`src/hdl/pmu_macros.svh`:
```
`ifndef PMU_MACROS_SVH
`define PMU_MACROS_SVH

// session header length, sent lsb first
`define PMU_HDR_BITS 64

// crc key bits at the head of each frame
`define PMU_KEY_BITS 8

// fabric data bits per frame
`define PMU_FRAME_BITS 64

// x^8+x^7+x^6+x^5+x^3+x+1, x^8 implicit
`define PMU_CRC_POLY 8'hEB

// passed-frame counter width
`define PMU_CNT_BITS 16

`endif

```
`src/hdl/pmu_pkg.sv`:
```
`default_nettype none
`include "pmu_macros.svh"

package pmu_pkg;

    // sequencer states
    typedef enum logic [2:0] {
        ST_IDLE,
        ST_HEADER,
        ST_KEY,
        ST_DATA,
        ST_DONE
    } pmu_state_e;

    // one extra bit so the header length itself fits
    typedef logic [$clog2(`PMU_HDR_BITS):0] pmu_bitcnt_t;

endpackage

`default_nettype wire

```
`src/hdl/pmu_stream_if.sv`:
```
`default_nettype none

interface pmu_stream_if;

    logic bit_valid;     // key or data bit this cycle
    logic bit_data;
    logic frame_start;   // first key bit
    logic frame_end;     // last data bit
    logic last_frame;
    logic check_en;
    logic session_start; // header bit 0

    modport src (
        output bit_valid,
        output bit_data,
        output frame_start,
        output frame_end,
        output last_frame,
        output check_en,
        output session_start
    );

    modport snk (
        input bit_valid,
        input bit_data,
        input frame_start,
        input frame_end,
        input last_frame,
        input check_en,
        input session_start
    );

endinterface

`default_nettype wire

```
`src/hdl/pmu_sequencer.sv`:
```
`default_nettype none
`include "pmu_macros.svh"

module pmu_sequencer (
    input  wire logic clk_i,
    input  wire logic rst_i,
    input  wire logic en_i,
    input  wire logic data_i,
    input  wire logic checksum_en_i,
    output logic      prog_en_o,
    output logic      prog_data_o,
    pmu_stream_if.src strm
);

    pmu_pkg::pmu_state_e state_q;
    pmu_pkg::pmu_state_e state_d;

    logic [`PMU_HDR_BITS-1:0] hdr_q;
    logic [`PMU_HDR_BITS-1:0] hdr_next;
    logic [31:0]              frames_left_q;
    pmu_pkg::pmu_bitcnt_t     bit_cnt_q;
    logic                     check_en_q;

    logic hdr_last;
    logic key_last;
    logic data_last;
    logic in_frame;
    logic last_frame;
    logic tail_ok;
    logic fwd_bit;

    assign hdr_next  = {data_i, hdr_q[`PMU_HDR_BITS-1:1]}; // lsb arrives first

    assign hdr_last  = (bit_cnt_q == pmu_pkg::pmu_bitcnt_t'(`PMU_HDR_BITS - 1));
    assign key_last  = (bit_cnt_q == pmu_pkg::pmu_bitcnt_t'(`PMU_KEY_BITS - 1));
    assign data_last = (bit_cnt_q == pmu_pkg::pmu_bitcnt_t'(`PMU_FRAME_BITS - 1));

    assign in_frame   = (state_q == pmu_pkg::ST_KEY) || (state_q == pmu_pkg::ST_DATA);
    assign last_frame = in_frame && (frames_left_q == 32'd1);

    // L compare, only the first L bits of frame N reach the fabric
    assign tail_ok = (32'(bit_cnt_q) < hdr_q[`PMU_HDR_BITS-1:32]);
    assign fwd_bit = en_i && (state_q == pmu_pkg::ST_DATA) && (!last_frame || tail_ok);

    always_comb
    begin
        state_d = state_q;
        unique case (state_q)
            pmu_pkg::ST_IDLE:
            begin
                if (en_i)
                    state_d = pmu_pkg::ST_HEADER; // this edge takes header bit 0
            end
            pmu_pkg::ST_HEADER:
            begin
                if (!en_i)
                    state_d = pmu_pkg::ST_IDLE;
                else if (hdr_last)
                    state_d = pmu_pkg::ST_KEY;
            end
            pmu_pkg::ST_KEY:
            begin
                if (!en_i)
                    state_d = pmu_pkg::ST_IDLE;
                else if (key_last)
                    state_d = pmu_pkg::ST_DATA;
            end
            pmu_pkg::ST_DATA:
            begin
                if (!en_i)
                    state_d = pmu_pkg::ST_IDLE;
                else if (data_last)
                    state_d = last_frame ? pmu_pkg::ST_DONE : pmu_pkg::ST_KEY;
            end
            pmu_pkg::ST_DONE:
            begin
                if (!en_i)
                    state_d = pmu_pkg::ST_IDLE; // wait for the session to close
            end
            default:
            begin
                state_d = pmu_pkg::ST_IDLE;
            end
        endcase
    end

    always_ff @(posedge clk_i)
    begin
        if (!rst_i)
        begin
            state_q       <= pmu_pkg::ST_IDLE;
            bit_cnt_q     <= '0;
            frames_left_q <= '0;
            check_en_q    <= 1'b0;
            prog_en_o     <= 1'b0;
            prog_data_o   <= 1'b0;
        end
        else
        begin
            state_q     <= state_d;
            check_en_q  <= checksum_en_i;
            prog_en_o   <= fwd_bit;
            prog_data_o <= fwd_bit & data_i;

            if (state_q == pmu_pkg::ST_IDLE)
                bit_cnt_q <= pmu_pkg::pmu_bitcnt_t'(1);
            else if ((state_d != state_q) || (state_q == pmu_pkg::ST_DONE))
                bit_cnt_q <= '0;
            else
                bit_cnt_q <= bit_cnt_q + 1'b1;

            if (en_i && (state_q == pmu_pkg::ST_HEADER) && hdr_last)
                frames_left_q <= hdr_next[31:0];
            else if (en_i && (state_q == pmu_pkg::ST_DATA) && data_last)
                frames_left_q <= frames_left_q - 32'd1;
        end
    end

    // header shifts in from idle so bit 0 is not lost
    always_ff @(posedge clk_i)
    begin
        if (en_i && ((state_q == pmu_pkg::ST_IDLE) || (state_q == pmu_pkg::ST_HEADER)))
            hdr_q <= hdr_next;
    end

    assign strm.bit_valid     = en_i && in_frame;
    assign strm.bit_data      = data_i;
    assign strm.frame_start   = en_i && (state_q == pmu_pkg::ST_KEY) && (bit_cnt_q == '0);
    assign strm.frame_end     = en_i && (state_q == pmu_pkg::ST_DATA) && data_last;
    assign strm.last_frame    = last_frame;
    assign strm.check_en      = check_en_q;
    assign strm.session_start = en_i && (state_q == pmu_pkg::ST_IDLE);

endmodule

`default_nettype wire

```
`src/hdl/pmu_crc_check.sv`:
```
`default_nettype none
`include "pmu_macros.svh"

module pmu_crc_check (
    input  wire logic clk_i,
    input  wire logic rst_i,
    pmu_stream_if.snk strm,
    output logic      frame_pass_o,
    output logic      frame_fail_o,
    output logic      frame_last_o
);

    logic [`PMU_KEY_BITS-1:0] crc_q;
    logic [`PMU_KEY_BITS-1:0] crc_seed;
    logic [`PMU_KEY_BITS-1:0] crc_next;
    logic                     check_q;
    logic                     crc_ok;

    // msb feedback, new bit enters at the lsb
    function automatic logic [`PMU_KEY_BITS-1:0] crc_step(
        input logic [`PMU_KEY_BITS-1:0] crc,
        input logic                     din
    );
        logic [`PMU_KEY_BITS-1:0] poly;
        poly     = crc[`PMU_KEY_BITS-1] ? `PMU_CRC_POLY : '0;
        crc_step = {crc[`PMU_KEY_BITS-2:0], din} ^ poly;
    endfunction

    assign crc_seed = strm.frame_start ? '0 : crc_q; // fresh remainder per frame
    assign crc_next = crc_step(crc_seed, strm.bit_data);
    assign crc_ok   = !check_q || (crc_next == '0);

    always_ff @(posedge clk_i)
    begin
        if (strm.bit_valid)
            crc_q <= crc_next;
    end

    always_ff @(posedge clk_i)
    begin
        if (!rst_i)
        begin
            check_q      <= 1'b0;
            frame_pass_o <= 1'b0;
            frame_fail_o <= 1'b0;
            frame_last_o <= 1'b0;
        end
        else
        begin
            if (strm.frame_start)
                check_q <= strm.check_en; // held for the whole frame
            frame_pass_o <= strm.frame_end && crc_ok;
            frame_fail_o <= strm.frame_end && !crc_ok;
            frame_last_o <= strm.frame_end && strm.last_frame;
        end
    end

endmodule

`default_nettype wire

```
`src/hdl/pmu_status.sv`:
```
`default_nettype none
`include "pmu_macros.svh"

module pmu_status (
    input  wire logic                     clk_i,
    input  wire logic                     rst_i,
    pmu_stream_if.snk                     strm,
    input  wire logic                     frame_pass_i,
    input  wire logic                     frame_fail_i,
    input  wire logic                     frame_last_i,
    output logic                          frame_done_o,
    output logic                          done_o,
    output logic                          crc_err_o,
    output logic [`PMU_CNT_BITS-1:0]      frames_ok_o
);

    logic frame_cmp;
    logic cnt_full;

    assign frame_cmp = frame_pass_i | frame_fail_i;
    assign cnt_full  = &frames_ok_o;

    always_ff @(posedge clk_i)
    begin
        if (!rst_i)
        begin
            frame_done_o <= 1'b0;
            done_o       <= 1'b0;
        end
        else
        begin
            frame_done_o <= frame_cmp;
            done_o       <= frame_cmp && frame_last_i; // with the last frame_done
        end
    end

    always_ff @(posedge clk_i)
    begin
        if (!rst_i)
        begin
            crc_err_o   <= 1'b0;
            frames_ok_o <= '0;
        end
        else if (strm.session_start)
        begin
            // new session starts clean
            crc_err_o   <= 1'b0;
            frames_ok_o <= '0;
        end
        else
        begin
            if (frame_fail_i)
                crc_err_o <= 1'b1;
            if (frame_pass_i && !cnt_full)
                frames_ok_o <= frames_ok_o + 1'b1; // saturates
        end
    end

endmodule

`default_nettype wire

```
`src/hdl/pmu_top.sv`:
```
`default_nettype none
`include "pmu_macros.svh"

module pmu_top (
    input  wire logic                clk_i,
    input  wire logic                rst_i,
    input  wire logic                en_i,
    input  wire logic                data_i,
    input  wire logic                checksum_en_i,
    output logic                     prog_en_o,
    output logic                     prog_data_o,
    output logic                     frame_done_o,
    output logic                     done_o,
    output logic                     crc_err_o,
    output logic [`PMU_CNT_BITS-1:0] frames_ok_o
);

    logic frame_pass;
    logic frame_fail;
    logic frame_last;

    pmu_stream_if strm ();

    // decode
    pmu_sequencer u_sequencer (
        .clk_i         (clk_i),
        .rst_i         (rst_i),
        .en_i          (en_i),
        .data_i        (data_i),
        .checksum_en_i (checksum_en_i),
        .prog_en_o     (prog_en_o),
        .prog_data_o   (prog_data_o),
        .strm          (strm.src)
    );

    // execute
    pmu_crc_check u_crc_check (
        .clk_i        (clk_i),
        .rst_i        (rst_i),
        .strm         (strm.snk),
        .frame_pass_o (frame_pass),
        .frame_fail_o (frame_fail),
        .frame_last_o (frame_last)
    );

    // result
    pmu_status u_status (
        .clk_i        (clk_i),
        .rst_i        (rst_i),
        .strm         (strm.snk),
        .frame_pass_i (frame_pass),
        .frame_fail_i (frame_fail),
        .frame_last_i (frame_last),
        .frame_done_o (frame_done_o),
        .done_o       (done_o),
        .crc_err_o    (crc_err_o),
        .frames_ok_o  (frames_ok_o)
    );

endmodule

`default_nettype wire

```
`config.mk`:
```
export PLATFORM = sky130hd
export DESIGN_NAME = pmu_top
export DESIGN_NICKNAME = d
export VERILOG_FILES = /design/src/hdl/pmu_pkg.sv /design/src/hdl/pmu_stream_if.sv /design/src/hdl/pmu_sequencer.sv /design/src/hdl/pmu_crc_check.sv /design/src/hdl/pmu_status.sv /design/src/hdl/pmu_top.sv
export VERILOG_INCLUDE_DIRS = /design/src /design/src/hdl
export SDC_FILE = /design/constraint.sdc
export NUM_CORES = 1
export LEC_CHECK = 0
export BUFFER_PORTS_ARGS = -buffer_cell sky130_fd_sc_hd__buf_2
export CORE_AREA = 2 2 110 112
export CTS_CLUSTER_SIZE = 40
export DETAILED_ROUTE_END_ITERATION = 12
export DIE_AREA = 0 0 112 114
export GPL_ROUTABILITY_DRIVEN = 1
export GPL_TIMING_DRIVEN = 0
export PLACE_DENSITY = 0.74
export SETUP_SLACK_MARGIN = 0.2
export SYNTH_ARGS = -nofsm -noshare
export SYNTH_HDL_FRONTEND = slang
export SYNTH_SLANG_ARGS = --single-unit
```
`constraint.sdc`:
```
create_clock -name clk_i -period 3.9 [get_ports clk_i]
set_input_delay 0.39 -clock clk_i [delete_from_list [all_inputs] [get_ports clk_i]]
set_output_delay 0.39 -clock clk_i [all_outputs]
set_load 0.03 [all_outputs]
```
## Word level (Yosys, flattened, before mapping)

Cells that the tools add are included.

| word-level totals | value |
|---|---|
| flip-flop bits (word level) | 140 |
| input port bits | 5 |
| output and inout bits | 21 |
| word-level logic and storage cells | 81 |

| operators by class | value |
|---|---|
| add/subtract/negate cells | 3 |
| $lt $le $gt $ge | 1 |
| eq/ne operators | 8 |
| multiplexer cells | 16 |
| bitwise logic cells | 4 |
| reductions and logical operators | 32 |

Operator list:

| operator | count |
|---|---|
| $mux W32 | 2 |
| $eq A32 B1 Y1 const B | 1 |
| $lt A7 B32 Y1 | 1 |
| $sub A32 B1 Y32 const B | 1 |
| $mux W3 | 9 |
| $add A16 B1 Y16 const B | 1 |
| $logic_and A1 B1 Y1 | 16 |
| $mux W8 | 2 |
| $reduce_and A16 Y1 | 1 |
| $pmux W3 S5 | 1 |
| $logic_not A8 Y1 | 1 |
| $xor A8 B8 Y8 | 1 |
| $add A7 B1 Y7 const B | 1 |
| $eq A7 B3 Y1 const B | 1 |
| $eq A7 B6 Y1 const B | 1 |
| $logic_not A7 Y1 | 1 |
| $eq A3 B2 Y1 const B | 2 |
| $logic_or A1 B1 Y1 | 5 |
| $logic_not A1 Y1 | 4 |
| $eq A3 B1 Y1 const B | 1 |
| $eq A3 B3 Y1 const B | 1 |
| $logic_not A3 Y1 | 1 |
| $ne A3 B3 Y1 | 1 |
| $reduce_or A3 Y1 | 1 |
| other kinds (6) | 7 |

## Longest topological paths before layout

Gate-level depths: netlist (run 1).

| depth | value |
|---|---|
| depth after elaboration | 11 |
| depth in mapped cells | 8 |
| mapped depth without buffers | 7 |

## Modules after synthesis

Synthesis (run 1) repeated with hierarchy kept, for this count alone.

| second synthesis, totals | value |
|---|---|
| cells, all modules | 592 |
| area total of the unflattened synthesis | 6229.7 um^2 |

Modules (own cells, without submodules):

| module | times used | cells an instance | area an instance (um^2) | sequential area each (um^2) |
|---|---|---|---|---|
| pmu_sequencer | 1 | 448 | 4752.1 | 2792.7 |
| pmu_status | 1 | 102 | 930.9 | 380.4 |
| pmu_crc_check | 1 | 42 | 546.8 | 320.3 |

## Least setup slack after synthesis (run 1)

OpenSTA, ideal clock, no wires.

| path | value |
|---|---|
| path type | reg-to-reg |
| start | register u_sequencer.state_q[1] |
| end | register u_sequencer.hdr_q[10] (enable) |
| setup time | 0.484 ns |
| arrival time | 3.496 ns |
| data required time | 3.416 ns |
| slack | -0.081 ns |
| cell stages (with the launch flop) | 5 |
| path buffers | 3 |
| period minus slack after synthesis | 3.981 ns |
| path through | dfxtp_1 -> clkbuf_1 -> clkbuf_1 -> clkbuf_1 -> nor2_1 |

| on the way | value |
|---|---|
| cells in the longest elaborated chain, start to end | 3 |
| elaborated cells between the ends (all ways) | 4 |
| those cells by class | eq/ne: 1; reduce/logical: 3 |

RTL lines:

| item | RTL line | RTL |
|---|---|---|
| start, declared | pmu_sequencer.sv:15 | `pmu_pkg::pmu_state_e state_q;` |
| start signal, assigned | pmu_sequencer.sv:91 | `state_q <= pmu_pkg::ST_IDLE;` |
| start signal, assigned | pmu_sequencer.sv:100 | `state_q <= state_d;` |
| $eq A3 B1 Y1 / $logic_not A3 Y1 (equally long branches) | pmu_sequencer.sv:122 | `if (en_i && ((state_q == pmu_pkg::ST_IDLE) \|\| (state_q == pmu_pkg::ST_HEADER)))` |
| $logic_or A1 B1 Y1 * | pmu_sequencer.sv:122 |  |
| $logic_and A1 B1 Y1 * | pmu_sequencer.sv:122 |  |
| end signal, assigned | pmu_sequencer.sv:123 | `hdr_q <= hdr_next;` |
| end, declared | pmu_sequencer.sv:18 | `` logic [`PMU_HDR_BITS-1:0] hdr_q; `` |

Mark *: on every way between the ends. The rest lies on a longest branch, timed or not.
A chain may end at the register's enable or synchronous reset.

## Final worst setup path (run 1)

| path | value |
|---|---|
| start | register u_sequencer.bit_cnt_q[0] |
| end | register u_sequencer.frames_left_q[4] |

| on the way | value |
|---|---|
| cells in the longest elaborated chain, start to end | 3 |
| elaborated cells between the ends (all ways) | 5 |
| those cells by class | eq/ne: 1; mux: 1; reduce/logical: 3 |

RTL lines:

| item | RTL line | RTL |
|---|---|---|
| start, declared | pmu_sequencer.sv:21 | `pmu_pkg::pmu_bitcnt_t bit_cnt_q;` |
| start signal, assigned | pmu_sequencer.sv:106 | `bit_cnt_q <= pmu_pkg::pmu_bitcnt_t'(1);` |
| start signal, assigned | pmu_sequencer.sv:110 | `bit_cnt_q <= bit_cnt_q + 1'b1;` |
| $eq A7 B6 Y1 * | pmu_sequencer.sv:34, pmu_sequencer.sv:36 |  |
| $logic_and A1 B1 Y1 (on tied branches) | pmu_sequencer.sv:112, pmu_sequencer.sv:114 |  |
| $mux W32 / $reduce_bool A2 Y1 (equally long branches) | - |  |
| end signal, assigned | pmu_sequencer.sv:113 | `frames_left_q <= hdr_next[31:0];` |
| end signal, assigned | pmu_sequencer.sv:115 | `frames_left_q <= frames_left_q - 32'd1;` |
| end, declared | pmu_sequencer.sv:20 | `logic [31:0] frames_left_q;` |

Marks and branches as above.

==> results.toml, run 1 <==
[layout]
final_cell_area_um2 = 7090
final_util = 0.605
drive_gt1_frac = 0.113
n_antenna_cell = 0
final_common_cell = "edfxtp_1"
fill_cells = 943
layout_common_cells = "edfxtp_1, dfxtp_1, nor2_1"
nNetsFinal = 641
syn2layout_area_growth_pct = 14.5

[sta]
rsz0062_at_grt = "false"
slew_violations = 0
tns_ns = 0
postLayoutSetupSlackWorst_ns = 1.32
worst_pin_slew_ns = 0.997
fmaxAchievable_mhz = 388
maxSlewHeadroom = 0.330
finalCritPeriodShare = 0.660
period_needed_ns = 2.58
hold_viol_final = 0
setup_viol = 0
finClkSkew_ns = 0.0118

[yosys]
postSynthAreaPerCell_um2 = 10.7
synthesis.nets = 597
syn-instance-count = 581
yosysWarnings = 0
synth-seq-cells = 139
synth_area_leaders = "edfxtp_1, dfxtp_1, nor2_1"
synth_ff_type = "edfxtp_1"
synth_edf_count = 71
synth-async-reset-ratio = 0
yosysTopAreaCell = "edfxtp_1"
ys_seq_area_frac = 0.564
synth_cell_type_count = 75
yosysTopAreaCellShare = 0.344
netlist_area_um2 = 6190

[setup_path]
crit_path_start = "u_sequencer.bit_cnt_q[0]"
r2r-start = "u_sequencer.bit_cnt_q[0]"
critical_path_class = "reg2reg"
endpoint_kind = "flop"
crit_path_start_kind = "flop"
critical_path_required_ns = 4.19
cp_max_fo = 10
worst_ep_arrival_time_ns = 2.86

[drt]
wl_um = 14100
ant_nets = 0
wl_per_cell_um = 18.0
drc = 0
via_count = 4858
viasPerCell = 6.19
first_pass_iters = 6
drt_first_iter_violations = 566

[cts]
cts_inserted_buffers = 17
clkSlewWorstSetupHoldPaths_ns = 0.06
post_cts_buffers = 0
cts.path.max_buffers = 2
clock_latency_ns = 0.43
cts_tree = "yes"
cts-root-buf = "clkbuf_16"
cts_resized = 0
cts_hold_buffers = 0
clock_sinks = 139
h-tree-depth = 4

[global_route]
grt_max_degree = 34
overflow = 0
grt_pass1_wl_um = 22900
grt_pass1_vias = 4658
antenna_found_initial = 0
grt_usage = 0.229

[run_status]
outcome = "complete, no violations"

[power_and_ir_drop]
vdd_drop_max_mv = 0.398
p_leak_nw = 2.67
p_per_area_nw_per_um2 = 452

[hold_path]
hold_path_startpoint = "checksum_en_i"
min_path_type = "in2reg"

[placed_design]
io_buffers = 24
dp_hpwl_um = 9120
postPlaceCellArea_um2 = 6520
gp_congestion = 0.889
preCtsSetupSlack_ns = 1.28

[floorplanning]
rows = 40
die_h_um = 114
core_area_um2 = 11700
dieArea_um2 = 12800
ios = 26
die_w_um = 112
initial_core_util = 0.529

[run]
cap_violations = 0
[cells by family after synthesis]
logic type,after synthesis,synth area share
xor gates and xnor gates,23,0.0325
adders and majority gates,11,0.0222
muxes,4,0.00647
DFF,139,0.564
AOI/OAI and AO/OA,131,0.148
buffers and inverters,48,0.0295
and+or+nand+nor,225,0.197
[Yosys cell counts (3+ instances only)]
cell,n
o21ai_0,22
and4_1,4
or3_1,5
nor4b_1,4
mux2i_1,4
a211oi_1,8
o21a_1,3
and2_1,7
and3_1,9
nor2b_1,5
xor2_1,12
dfxtp_1,68
o311ai_1,3
o31a_1,6
nor3_1,18
o311a_1,3
or4_1,7
xnor2_1,11
o2111ai_1,3
ha_1,11
nor4_2,3
nor2_1,62
o32ai_1,4
clkbuf_1,24
a21oi_1,32
nor4_1,14
nand3_1,18
o22ai_1,6
nand2_1,44
inv_1,19
nand4_1,9
edfxtp_1,71
o211ai_1,8
[flip-flops by register name (all words and copies together) (netlist names)]
name / cells
u_sequencer.state_q: 3
u_sequencer.bit_cnt_q: 7
u_crc_check.frame_last_o: 1
u_sequencer.prog_data_o: 1
u_status.crc_err_o: 1
u_status.frame_done_o: 1
u_status.done_o: 1
u_crc_check.frame_pass_o: 1
u_sequencer.hdr_q: 63
u_sequencer.prog_en_o: 1
u_crc_check.frame_fail_o: 1
u_crc_check.check_q: 1
u_sequencer.strm.check_en: 1
u_status.frames_ok_o: 16
u_crc_check.crc_q: 8
u_sequencer.frames_left_q: 32
[worst paths after layout]
check / end / slack [ns] / cells past startpoint
hold / removal: u_sequencer.strm.check_en / 0.19 / 2
hold reg to reg: u_crc_check.check_q / 0.44 / 2
setup reg to reg: u_sequencer.frames_left_q[4] / 1.32 / 8
setup / recovery: u_sequencer.frames_left_q[4] / 1.32 / 8
[stage by stage]
step	hold WS, ns	power (mW)	cells
floorplan	0.406	1.67	581
global placement	0.413	1.69	752
detailed placement	0.429	1.70	753
CTS	0.174	3.23	785
global route	0.176	3.30	785
finish	0.189	3.20	785
[power by group]
group | total, mW | internal (mW) | switching, mW
Clock | 1.53 | 0.936 | 0.598
Combinational | 0.0662 | 0.0207 | 0.0455
Sequential | 1.60 | 1.58 | 0.0227
Total | 3.20 | 2.54 | 0.666
[metal layers]
| layer | share of wire | GRT usage | vias up |
|---|---|---|---|
| met5 | 0 | 0 | - |
| li1 | - | - | 2285 |
| met3 | 0.083 | 0.0638 | 48 |
| met2 | 0.46 | 0.351 | 233 |
| met1 | 0.42 | 0.296 | 2292 |
| met4 | 0.037 | 0.127 | 0 |
[critical path: stages, from the launching register on]
cell	delay (ns)
dfxtp_1	0.42
ha_1	0.26
and4b_1	0.27
and3_1	0.16
clkbuf_1	0.25
clkbuf_1	0.59
o21ai_0	0.23
a22oi_1	0.20
nor2_1	0.06
[final cells by class]
type | count | area [um^2] | area share
Multi-Input combinational cell | 394 | 2520 | 0.356
Buffer | 28 | 108 | 0.0152
Clock buffer | 24 | 483 | 0.0681
Tap cell | 147 | 184 | 0.0259
Sequential cell | 139 | 3490 | 0.493
Clock inverter | 8 | 85.1 | 0.0120
Timing Repair Buffer | 25 | 140 | 0.0198
Inverter | 20 | 75.1 | 0.0106
Note: power is estimated with default switching activity, not from simulation.
==> run 2: changes to the inputs <==
Settings changed: CORE_AREA 2 2 110 112 to 2 2 104 106, DIE_AREA 0 0 112 114 to 0 0 106 108, PLACE_DENSITY 0.74 to 0.78.
Clock period 3.9 ns to 2.45 ns, I/O delays scaled along.
==> run 2 against run 1 <==
Net effect:
- via count increased by 2.0%
- clock power is 58% higher
- wire length up 5.5%
- design area increased by 2.7%
- non-clock buffer count up 12
- first-iteration DRC count is 6.0% higher
- sequential share of layout area decreased by 1.3 points
- register-to-register slack got worse by 1.1 ns
- count of clock-buffer cells in the layout shrank 2
- critical path type unchanged
- critical endpoint is now u_sequencer.frames_left_q[31]
==> results.toml, run 2 (synthesized netlist as in run 1, its figures left out) <==
[run_status]
outcome = "complete, no violations"

[drt]
wl_per_cell_um = 19.0
wl_um = 14900
ant_nets = 0
drc = 0
via_count = 4955
drt_first_iter_violations = 600
viasPerCell = 6.30
first_pass_iters = 6

[placed_design]
preCtsSetupSlack_ns = -0.0658
dp_hpwl_um = 9340
gp_congestion = 0.882
io_buffers = 24

[setup_path]
cp_max_fo = 7
critical_path_class = "reg2reg"
worst_ep_arrival_time_ns = 2.62
cp_slowest_cell = "nor4_4"
worstPathCellList = "nor4_4, nand2_2, or3_1, buf_2, o311a_1, o31a_1"
crit_path_start = "u_sequencer.frames_left_q[11]"
cpPeakStageDelay_ns = 0.39
critPathTopFamily = "simple AND/OR/NAND/NOR gates"
critical_path_required_ns = 2.87
crit_path_start_kind = "flop"
r2r-start = "u_sequencer.frames_left_q[11]"
critPathBufInv = 1
endpoint_kind = "flop"

[power_and_ir_drop]
p_sw_mw = 1.12
clockPowerShare = 0.475
switching_share = 0.221
combPwrFrac = 0.024
power.internal_mw = 3.97
p_leak_nw = 2.80
vdd_drop_max_mv = 0.528
pwr-share-seq = 0.501
p_per_area_nw_per_um2 = 699

[hold_path]
hold_path_startpoint = "rst_i"
min_path_type = "in2reg"

[cts]
cts.path.max_buffers = 2
h-tree-depth = 4
cts_inserted_buffers = 17
clock_latency_ns = 0.54
cts_tree = "yes"
clkSlewWorstSetupHoldPaths_ns = 0.06
cts-root-buf = "clkbuf_8"
clock_sinks = 139

[sta]
worst_pin_slew_ns = 0.748
postLayoutSetupSlackWorst_ns = 0.258
hold_viol_final = 0
setup_viol = 0
fmaxAchievable_mhz = 456
hold_slack_ns = 0.246
period_needed_ns = 2.19
slew_violations = 0
maxSlewHeadroom = 0.502
rsz0062_at_grt = "true"
finalCritPeriodShare = 0.895
finClkSkew_ns = 0.0130

[global_route]
grt_pass1_wl_um = 23900
grt_pass1_vias = 4769
antenna_found_initial = 0
overflow = 0
grt_max_degree = 27
grt_usage = 0.271

[layout]
layout_common_cells = "edfxtp_1, dfxtp_1, nor2_1"
largest_reg_flops = 63
largest-register = "u_sequencer.hdr_q"
nNetsFinal = 653
syn2layout_area_growth_pct = 17.7
drive_gt1_frac = 0.162
multi_input_area_um2 = 2590
fill_cells = 710
n_antenna_cell = 0
seq_area_um2 = 3490
top_regs = "u_sequencer.hdr_q x63, u_sequencer.frames_left_q x32, u_status.frames_ok_o x16"
final_common_cell = "edfxtp_1"

[floorplanning]
rows = 37
die_w_um = 106
initial_core_util = 0.605
dieArea_um2 = 11400
core_area_um2 = 10200
die_h_um = 108
ios = 26

[run]
cap_violations = 0
run 2: cell count changes in the layout (fill, tap and decap cells not counted), moves of 2 or more:
| cell | change |
|---|---|
| buf_16 | +2 |
| clkbuf_2 | +9 |
| dlygate4sd3_1 | +3 |
| nor4_2 | +2 |
| inv_4 | +4 |
| clkbuf_4 | +2 |
| clkbuf_1 | -13 |
| nor4_1 | -3 |
| buf_4 | +8 |
run 2: layout make-up:
cell class	instances	share of cell area
flip-flops and latches	139	0.480
multi-input cells	394	0.356
clock buffers	22	0.0668
repair buffers	37	0.0364
well taps	136	0.0234
plain buffers	28	0.0172
clock inverters	10	0.0105
inverters	20	0.0103
run 2: final timing paths:
kind,to,slack [ns],depth (start not counted)
worst max-delay path,u_sequencer.frames_left_q[31],0.26,6
worst max register to register,u_sequencer.frames_left_q[31],0.26,6
worst min-delay path,u_sequencer.frames_left_q[28],0.25,3
worst min register to register,u_status.done_o,0.44,1
run 2: metal layers:
layer  up-vias  part of all wire  track usage  wire length, um
met1      2376              0.42        0.345             6220
met2       222              0.48        0.437             7200
li1       2305                 -            -                -
met5         -                 0            0                0
met3        52             0.068       0.0524             1020
met4         0             0.033        0.152              490
run 2: through the flow:
step           setup TNS (ns)  instances   util  total power [mW]  instance area [um^2]
2_1_floorplan               0        581      -              2.66                  6200
3_3_place_gp           -26.80        741  0.634              2.70                  6490
3_5_place_dp           -0.746        743  0.639              2.71                  6540
4_1_cts                     0        781  0.704              5.11                  7200
5_1_grt                     0        786  0.712              5.21                  7280
6_report                    0        786  0.712              5.09                  7280
run 2: timing repair:
item	in CTS	in global routing
endpoints found under the hold margin	4	0
setup endpoints to repair	92	32
resized for setup	13	17
hold buffers	3	0
buffers inserted	3	5
pin swaps	2	4
run 2: worst min-delay path: cells and delay by family:
family          cells  cell delay [ns]
buf+inv             1             0.21
compound gates      2             0.29
run 2: power groups by stage:
| stage | clock network [mW] | logic [mW] | registers [mW] |
|---|---|---|---|
| global route | 2.52 | 0.132 | 2.56 |
| floorplan | 0 | 0.0708 | 2.58 |
| detailed placement | 0 | 0.113 | 2.60 |
| CTS | 2.44 | 0.120 | 2.55 |
| global placement | 0 | 0.0961 | 2.60 |
| finish | 2.42 | 0.122 | 2.55 |
==> run 3: changes to the inputs <==
Settings changed: CORE_AREA 2 2 104 106 to 2 2 102 104, CTS_BUF_LIST set to sky130_fd_sc_hd__clkbuf_4 sky130_fd_sc_hd__clkbuf_8, DIE_AREA 0 0 106 108 to 0 0 104 106, PLACE_DENSITY 0.78 to 0.81.
==> run 3 against run 2 <==
Net effect:
- die area down 3.7%
- sequential power about the same
- utilization up 0.12 points
==> results.toml, run 3 (synthesized netlist as in run 1, its figures left out) <==
[run_status]
outcome = "complete, no violations"

[layout]
fill_cells = 719
drive_gt1_frac = 0.164
nNetsFinal = 654
multi_input_area_um2 = 2600
final_common_cell = "edfxtp_1"
largest_reg_flops = 63
n_antenna_cell = 0
layout_common_cells = "edfxtp_1, dfxtp_1, nor2_1"
final_util = 0.713
top_regs = "u_sequencer.hdr_q x63, u_sequencer.frames_left_q x32, u_status.frames_ok_o x16"
syn2layout_area_growth_pct = 15.2
largest-register = "u_sequencer.hdr_q"
seq_area_um2 = 3490

[drt]
drc = 0
wl_um = 14500
drt_first_iter_violations = 491
viasPerCell = 6.38
wl_per_cell_um = 18.5
ant_nets = 0
first_pass_iters = 5
via_count = 5018

[cts]
clkSlewWorstSetupHoldPaths_ns = 0.08
clock_latency_ns = 0.44
h-tree-depth = 4
cts_inserted_buffers = 17
cts.path.max_buffers = 2
cts-root-buf = "clkbuf_8"
clock_sinks = 139
cts_tree = "yes"

[placed_design]
dp_hpwl_um = 9070
gp_congestion = 0.907
io_buffers = 24

[sta]
setup_viol = 0
fmaxAchievable_mhz = 456
slew_violations = 0
finClkSkew_ns = 0.0174
period_needed_ns = 2.19
finalCritPeriodShare = 0.895
maxSlewHeadroom = 0.517
hold_viol_final = 0
worst_pin_slew_ns = 0.724
rsz0062_at_grt = "true"

[floorplanning]
core_area_um2 = 10000
die_w_um = 104
dieArea_um2 = 11000
rows = 37
ios = 26
initial_core_util = 0.619
die_h_um = 106

[global_route]
antenna_found_initial = 0
overflow = 0
grt_usage = 0.262
grt_pass1_wl_um = 22900
grt_pass1_vias = 4686
grt_max_degree = 35

[hold_path]
min_path_type = "in2reg"

[setup_path]
critical_path_class = "reg2reg"
crit_path_start_kind = "flop"
critPathTopFamily = "simple AND/OR/NAND/NOR gates"
cp_max_fo = 8
critical_path_required_ns = 2.79
endpoint_kind = "flop"
cpPeakStageDelay_ns = 0.40
critPathBufInv = 1
worst_ep_arrival_time_ns = 2.54
worstPathCellList = "inv_1, ha_1, nor3b_4, nand4_4, or3_1, o31a_1, o32ai_1"
cp_slowest_cell = "or3_1"

[power_and_ir_drop]
vdd_drop_max_mv = 0.657
p_total_mw = 4.70
p_per_area_nw_per_um2 = 659
p_leak_nw = 2.72

[run]
cap_violations = 0
[run 3: cell types whose count changed in the layout (fill, tap and decap cells not counted), sizes merged]
cell	change
clkbuf	-2
buf	+3
nor2	+1
inv	-5
bufinv	+4
clkinv	+1
clkinvlp	+1
dlygate4sd3	-2
[run 3: path summary, 6_finish.rpt]
kind                                     start                             to  slack [ns]  cells after the start
setup / recovery  u_sequencer.frames_left_q[0]  u_sequencer.frames_left_q[16]        0.26                      7
hold / removal                            en_i         u_sequencer.state_q[2]        0.07                      3
setup reg to reg  u_sequencer.frames_left_q[0]  u_sequencer.frames_left_q[16]        0.26                      7
hold reg to reg       u_crc_check.frame_last_o                u_status.done_o        0.43                      1
[run 3: layout make-up]
cell class | count | area share
plain buffers | 28 | 0.0168
inverters | 20 | 0.0105
flip-flops and latches | 139 | 0.490
well taps | 136 | 0.0239
clock inverters | 11 | 0.0239
repair buffers | 37 | 0.0326
clock buffers | 21 | 0.0370
multi-input cells | 395 | 0.365
[run 3: through the flow]
step	instance area [um^2]	hold WS [ns]	cells	worst slack, ns	TNS [ns]
6_report	7130	0.0718	787	0.257	0
5_1_grt	7130	0.0715	787	0.171	0
4_1_cts	7000	0.0407	776	0.180	0
3_5_place_dp	6510	0.420	742	-0.110	-4.02
3_3_place_gp	6490	0.412	741	-0.422	-26.44
2_1_floorplan	6200	0.344	581	0.210	0
[run 3: worst min-delay path, stage by stage]
cell and delay (ns):
buf_2 0.13, nand2_1 0.06, a21oi_1 0.04
[run 3: metal layers]
metal  vias to the layer above  global-route usage  wire (um)
li1                       2299                   -          -
met4                         0               0.117        401
met3                        41              0.0656       1200
met5                         -                   0          0
met2                       248               0.423       7000
met1                      2430               0.336       5950
[run 3: what timing repair did]
action,4_1_cts,5_1_grt
pin swaps,2,5
endpoints found under the hold margin,1,0
gates cloned,1,0
hold buffers,1,0
resized for setup,12,16
setup buffers,0,11
setup endpoints to repair,96,81
[run 3: report_power, final]
group | total, mW | switching [mW] | internal (mW)
combinational | 0.115 | 0.0774 | 0.0377
clock | 2.04 | 0.881 | 1.16
sequential | 2.55 | 0.0385 | 2.51
